==> config.mk <==
export PLATFORM = sky130hd
export DESIGN_NAME = load_align
export DESIGN_NICKNAME = d
export VERILOG_FILES = /design/src/verilog/lsq_pkg.sv /design/src/verilog/load_align.sv
export VERILOG_INCLUDE_DIRS = /design/src /design/src/verilog
export SDC_FILE = /design/constraint.sdc
export NUM_CORES = 1
export LEC_CHECK = 0
export ABC_AREA = 1
export BUFFER_PORTS_ARGS = -buffer_cell sky130_fd_sc_hd__buf_4
export CORE_ASPECT_RATIO = 1.5
export CORE_MARGIN = 2
export CORE_UTILIZATION = 41
export DETAILED_ROUTE_END_ITERATION = 10
export MAX_ROUTING_LAYER = met4
export PLACE_DENSITY = 0.85
export RECOVER_POWER = 100
export SYNTH_ARGS = -nofsm -noshare
export SYNTH_HDL_FRONTEND = slang
export SYNTH_SLANG_ARGS = --single-unit
==> constraint.sdc <==
create_clock -name vclk -period 1.2
set_input_delay 0.18 -clock vclk [all_inputs]
set_output_delay 0.18 -clock vclk [all_outputs]
set_load 0.02 [all_outputs]
==> src/verilog/lsq_config.svh <==
`ifndef LSQ_CONFIG_SVH
`define LSQ_CONFIG_SVH

`default_nettype none

// load/store queue entries, must be a power of two
`define LSQ_DEPTH 4

// rob tag width, gives 8 rob slots
`define LSQ_TAG_W 3

// data memory size in 32-bit words
`define LSQ_MEM_WORDS 256

// cycles from first request cycle to the response pulse
`define LSQ_MEM_LATENCY 3

`default_nettype wire

`endif

==> src/verilog/lsq_pkg.sv <==
`include "lsq_config.svh"
`default_nettype none

package lsq_pkg;

    typedef enum logic [2:0] {
        LB,
        LH,
        LW,
        LBU,
        LHU,
        SB,
        SH,
        SW
    } mem_op_t;

    function automatic logic is_store(mem_op_t op);
        return (op == SB) || (op == SH) || (op == SW);
    endfunction

    // dispatch word, src1 is the base and src2 the store data
    typedef struct packed {
        mem_op_t                op;
        logic [`LSQ_TAG_W-1:0]  src1_tag;
        logic [31:0]            src1_data;
        logic                   src1_valid;
        logic [`LSQ_TAG_W-1:0]  src2_tag;
        logic [31:0]            src2_data;
        logic                   src2_valid;
        logic [31:0]            imm;
        logic [`LSQ_TAG_W-1:0]  rd_tag;
    } res_word;

    typedef struct packed {
        logic [31:0] data;
    } cdb_data;

    typedef struct packed {
        logic        read;
        logic        write;
        logic [31:0] addr;
        logic [31:0] wdata;
        logic [3:0]  mbe;
    } mem_req;

    typedef struct packed {
        logic [`LSQ_TAG_W-1:0] tag;
        mem_op_t               op;
        logic [31:0]           value;
    } finished_word;

    typedef enum logic [2:0] {
        RESET,
        IDLE,
        ACTIVE,
        FULL,
        FLUSH
    } lsq_state_t;

endpackage

`default_nettype wire

==> src/verilog/load_align.sv <==
`default_nettype none

module load_align
    import lsq_pkg::*;
(
    input  wire mem_op_t op,
    input  wire [1:0]    addr_offset,
    input  wire [31:0]   rdata,
    output logic [31:0]  value
);

    logic [31:0] byte_word;
    logic [31:0] half_word;

    // bring the addressed lane down to bit 0
    assign byte_word = rdata >> {addr_offset, 3'b000};
    assign half_word = rdata >> {addr_offset[1], 4'b0000};

    always_comb begin
        case (op)
            LB: begin
                value = {{24{byte_word[7]}}, byte_word[7:0]};
            end
            LBU: begin
                value = {24'h000000, byte_word[7:0]};
            end
            LH: begin
                value = {{16{half_word[15]}}, half_word[15:0]};
            end
            LHU: begin
                value = {16'h0000, half_word[15:0]};
            end
            LW: begin
                value = rdata;
            end
            // stores carry no result
            default: begin
                value = 32'h00000000;
            end
        endcase
    end

endmodule

`default_nettype wire

==> summary.txt, run 1 <==
Synthesis
  – Syn avg cell area: 4.76 µm²
  – Synth top area cells: nand2_1, o211ai_1, inv_1, nand3_1, nor2_1
  – Synth cell types: 17
  – Post-Syn Area: 820 µm²
  – Top cell type's share of synthesized area: 0.321
  – Yosys warns: 0
  – Count leader, synth: nand2_1
  – Area leader, netlist: nand2_1
  – Net Count, Synth: 209
  – Commonest cells in the netlist: nand2_1, inv_1, nand3_1
  – Sequential area share after synthesis: 0
  – Post-synthesis cell count: 172

Placed design
  – Hpwl dp: 2600 µm
  – Placer Congestion: 0.835
  – Port Buffer Count: 69
  – Placed insts: 272

Clocking
  – Cts hold-fix bufs: 0

Global route
  – Largest net degree at the start of global routing: 22

Floorplan
  – Die H: 58.8 µm
  – Die width: 40.5 µm
  – Initial core utilization: 0.442
  – I/O pins: 69
  – Row count: 19

Run status
  – Status: stopped before the end
  – Fail Step: global routing (5_1_grt)
  – Log Error: [ERROR DPL-0038] Utilization greater than 100%, impossible to legalize

STA
  – Post-GRT worst EP: value[7]
  – Worst ep type: output port
metrics by stage:
stage	setup WS, ns	area (µm²)	util	hold WS, ns	setup TNS (ns)
3_5_place_dp	-0.166	1450	0.782	0.691	-3.86
3_3_place_gp	-0.118	1450	0.782	0.692	-2.80
2_1_floorplan	0.0402	820	-	0.569	0
4_1_cts	-0.0221	1710	0.920	0.693	-0.0807
timing repair:
item                                    in CTS
pin swaps                                   14
resized for setup                           46
setup buffers                                3
cloned                                       4
endpoints found under the setup margin      32
kinds of logic after synthesis:
group                  synth area share
AO/OA/AOI/OAI                     0.220
AND/OR/NAND/NOR                   0.602
buffers and inverters             0.179
==> run 2, diff against run 1 <==
--- a/config.mk
+++ b/config.mk
@@ -8,12 +8,10 @@
 export LEC_CHECK = 0
 export ABC_AREA = 1
 export BUFFER_PORTS_ARGS = -buffer_cell sky130_fd_sc_hd__buf_4
-export CORE_ASPECT_RATIO = 1.5
-export CORE_MARGIN = 2
-export CORE_UTILIZATION = 41
+export CORE_AREA = 2 2 63 65
 export DETAILED_ROUTE_END_ITERATION = 10
-export MAX_ROUTING_LAYER = met4
-export PLACE_DENSITY = 0.85
+export DIE_AREA = 0 0 65 67
+export PLACE_DENSITY_LB_ADDON = 0.15
 export RECOVER_POWER = 100
 export SYNTH_ARGS = -nofsm -noshare
 export SYNTH_HDL_FRONTEND = slang
==> run 2 against run 1 <==
- the flow now finishes, with violations (negative setup slack)
- area after synthesis did not move
- synthesized cell count did not move
==> summary.txt, run 2 <==
Run status
  – Status: finished with violations
  – Failing checks: negative setup slack

Flow run
  – Max_cap viols: 0

Critical path
  – Critical path destination: value[8]
  – Critical path arrival: 1.06 ns
  – Crit path capture type: primary output
  – Worst Setup SP: op[2]
  – CP dominant cell by count: buf_6
  – Crit path cell chain: buf_8, inv_8, buf_6, nand3_4, inv_4, buf_6, nand2_2, o211ai_1, buf_4
  – Slowest stage cell, crit path: buf_4
  – Startpoint types: input port
  – Crit path largest cell delay: 0.17 ns
  – Critical path class: input port to primary output
  – CP Max Fanout: 6
  – Critical Path RT: 1.02 ns

Placed design
  – Hpwl dp: between 2000 and 3000 µm
  – Placed insts: 300
  – Placer Congestion: 0.771
  – Pre-CTS WS: -0.177 ns
  – Port Buffer Count: 69
  – Placed Area: ~1500 µm²

Power
  – Maximum VDD drop: 0.203 mV
  – Pwr Total: 896 µW
  – Leak Pwr: 0.00110 µW
  – Cell Pwr Density: roughly 460 nW/µm²

Drt
  – Number of remaining DRC errors: 0
  – Vias: 1426
  – Post-DR vias/cell: ~4.7
  – DRT Pass-1 Iters: 4
  – Routed length per instance: 13.6 µm
  – Final WL: 4160 µm
  – Antenna Violating Nets Remaining: 0
  – Starting DRT DRC Count: 35

Synthesis
  – Post-synthesis cell count: approximately 170
  – Sequential area share after synthesis: 0
  – Net Count, Synth: 209
  – Synth cell types: 17
  – Commonest cells in the netlist: nand2_1, inv_1, nand3_1
  – Syn avg cell area: ~4.8 µm²
  – Post-Syn Area: between 800 and 900 µm²
  – Area leader, netlist: nand2_1
  – Top cell type's share of synthesized area: 0.321
  – Synth top area cells: nand2_1, o211ai_1, inv_1, nand3_1, nor2_1
  – Count leader, synth: nand2_1
  – Yosys warns: 0

STA
  – Max-slew headroom: 0.874
  – Final WS setup: -0.0378 ns
  – Setup violators final: 25
  – Max Fclk: 808 MHz
  – Crit share post-route: 1.03
  – Final Max Slew Viols: 0
  – Min Tclk post-route: 1.24 ns
  – Unrepaired setup endpoints after global routing: yes
  – Worst-Margin Slew: 0.189 ns
  – Final Hold Fails: 0

Global route
  – Vias in the first global route: between 1000 and 1500
  – Global-route wire length before repair: ~6300 µm
  – GRT Resource Usage Total: 0.185
  – Largest net degree at the start of global routing: 22
  – Initial antenna violation count: 0
  – Grt total ovfl: 0

Cells and area
  – Layout Nets: around 300
  – Syn-to-layout area delta: 136%
  – Register area: 0 µm²
  – Utilization after layout: 0.535
  – Most frequent cells in the layout: nand2_1, buf_4, buf_6
  – Clock buffers: 0
  – Finished Layout Cells: 305
  – Seq Cell Count: 0
  – Fraction of layout cells with a size suffix above 1: 0.529
  – Leading cell type in the layout, fill and taps excluded: nand2_1
  – Antenna cell count: 0
  – Design area: 1930 µm²

Floorplan
  – Die width: ~65 µm
  – Initial core utilization: 0.227
  – Row count: 22
  – Die H: around 67 µm
  – CORE AREA: 3610 µm²
  – I/O pins: 69
  – Die ar.: 4360 µm²

Worst hold path
  – Hold crit path type: input port to primary output

Clocking
  – Cts hold-fix bufs: 0
run 2: cell counts after synthesis:
No cell type changed its count.
run 2: logic make-up (layout without fill, tap and decap cells):
kind of cell           Yosys count  after routing  share of synthesized area
and+or+nand+nor                108            112                      0.602
buffers and inverters           35            116                      0.179
AOI/OAI and AO/OA               29             29                      0.220
run 2: how the worst min path moves through the flow:
stage	from	cells past startpoint	slack, ns	endpoint
4_1_cts	rdata[16]	4	0.70	value[16]
3_5_place_dp	rdata[31]	4	0.69	value[31]
3_3_place_gp	rdata[31]	4	0.70	value[31]
6_report	rdata[23]	4	0.69	value[23]
2_1_floorplan	rdata[16]	2	0.57	value[16]
5_1_grt	rdata[21]	4	0.71	value[21]
run 2: through the flow:
step / hold slack [ns] / TNS [ns]
6_report: 0.694 / -0.390
5_1_grt: 0.714 / -1.84
4_1_cts: 0.697 / -0.223
3_5_place_dp: 0.694 / -4.12
3_3_place_gp: 0.699 / -3.61
2_1_floorplan: 0.569 / 0
run 2: what timing repair did:
item	CTS	global route
gates resized for setup	61	37
pin swaps	20	11
gates cloned	4	0
endpoints found under the setup margin	32	32
setup buffers	1	0
run 2: critical path: cells and delay by family:
| family | cells | cell delay [ns] |
|---|---|---|
| buffers and inverters | 6 | 0.65 |
| AOI/OAI and AO/OA | 1 | 0.09 |
| and+or+nand+nor | 2 | 0.12 |
run 2: report_power, final:
part           switching (µW)  internal (µW)  total (µW)
Sequential                  0              0           0
Combinational             477            420         896
Clock                       0              0           0
run 2: layout make-up:
type / instances / area (µm²)
Inverter: 28 / 140
Multi-Input combinational cell: 141 / 921
Timing Repair Buffer: 88 / 810
Tap cell: 48 / 60.1
Fill cell: 372 / 1680
run 2: per-layer routing:
| metal | up-vias | track usage | routed length [µm] |
|---|---|---|---|
| met3 | 2 | 0.0203 | 260 |
| met4 | 0 | 0.0160 | 19 |
| met1 | 643 | 0.229 | 1710 |
| li1 | 734 | - | - |
| met5 | - | 0 | 0 |
| met2 | 47 | 0.353 | 2180 |
Note: power is estimated with default switching activity, not from simulation.
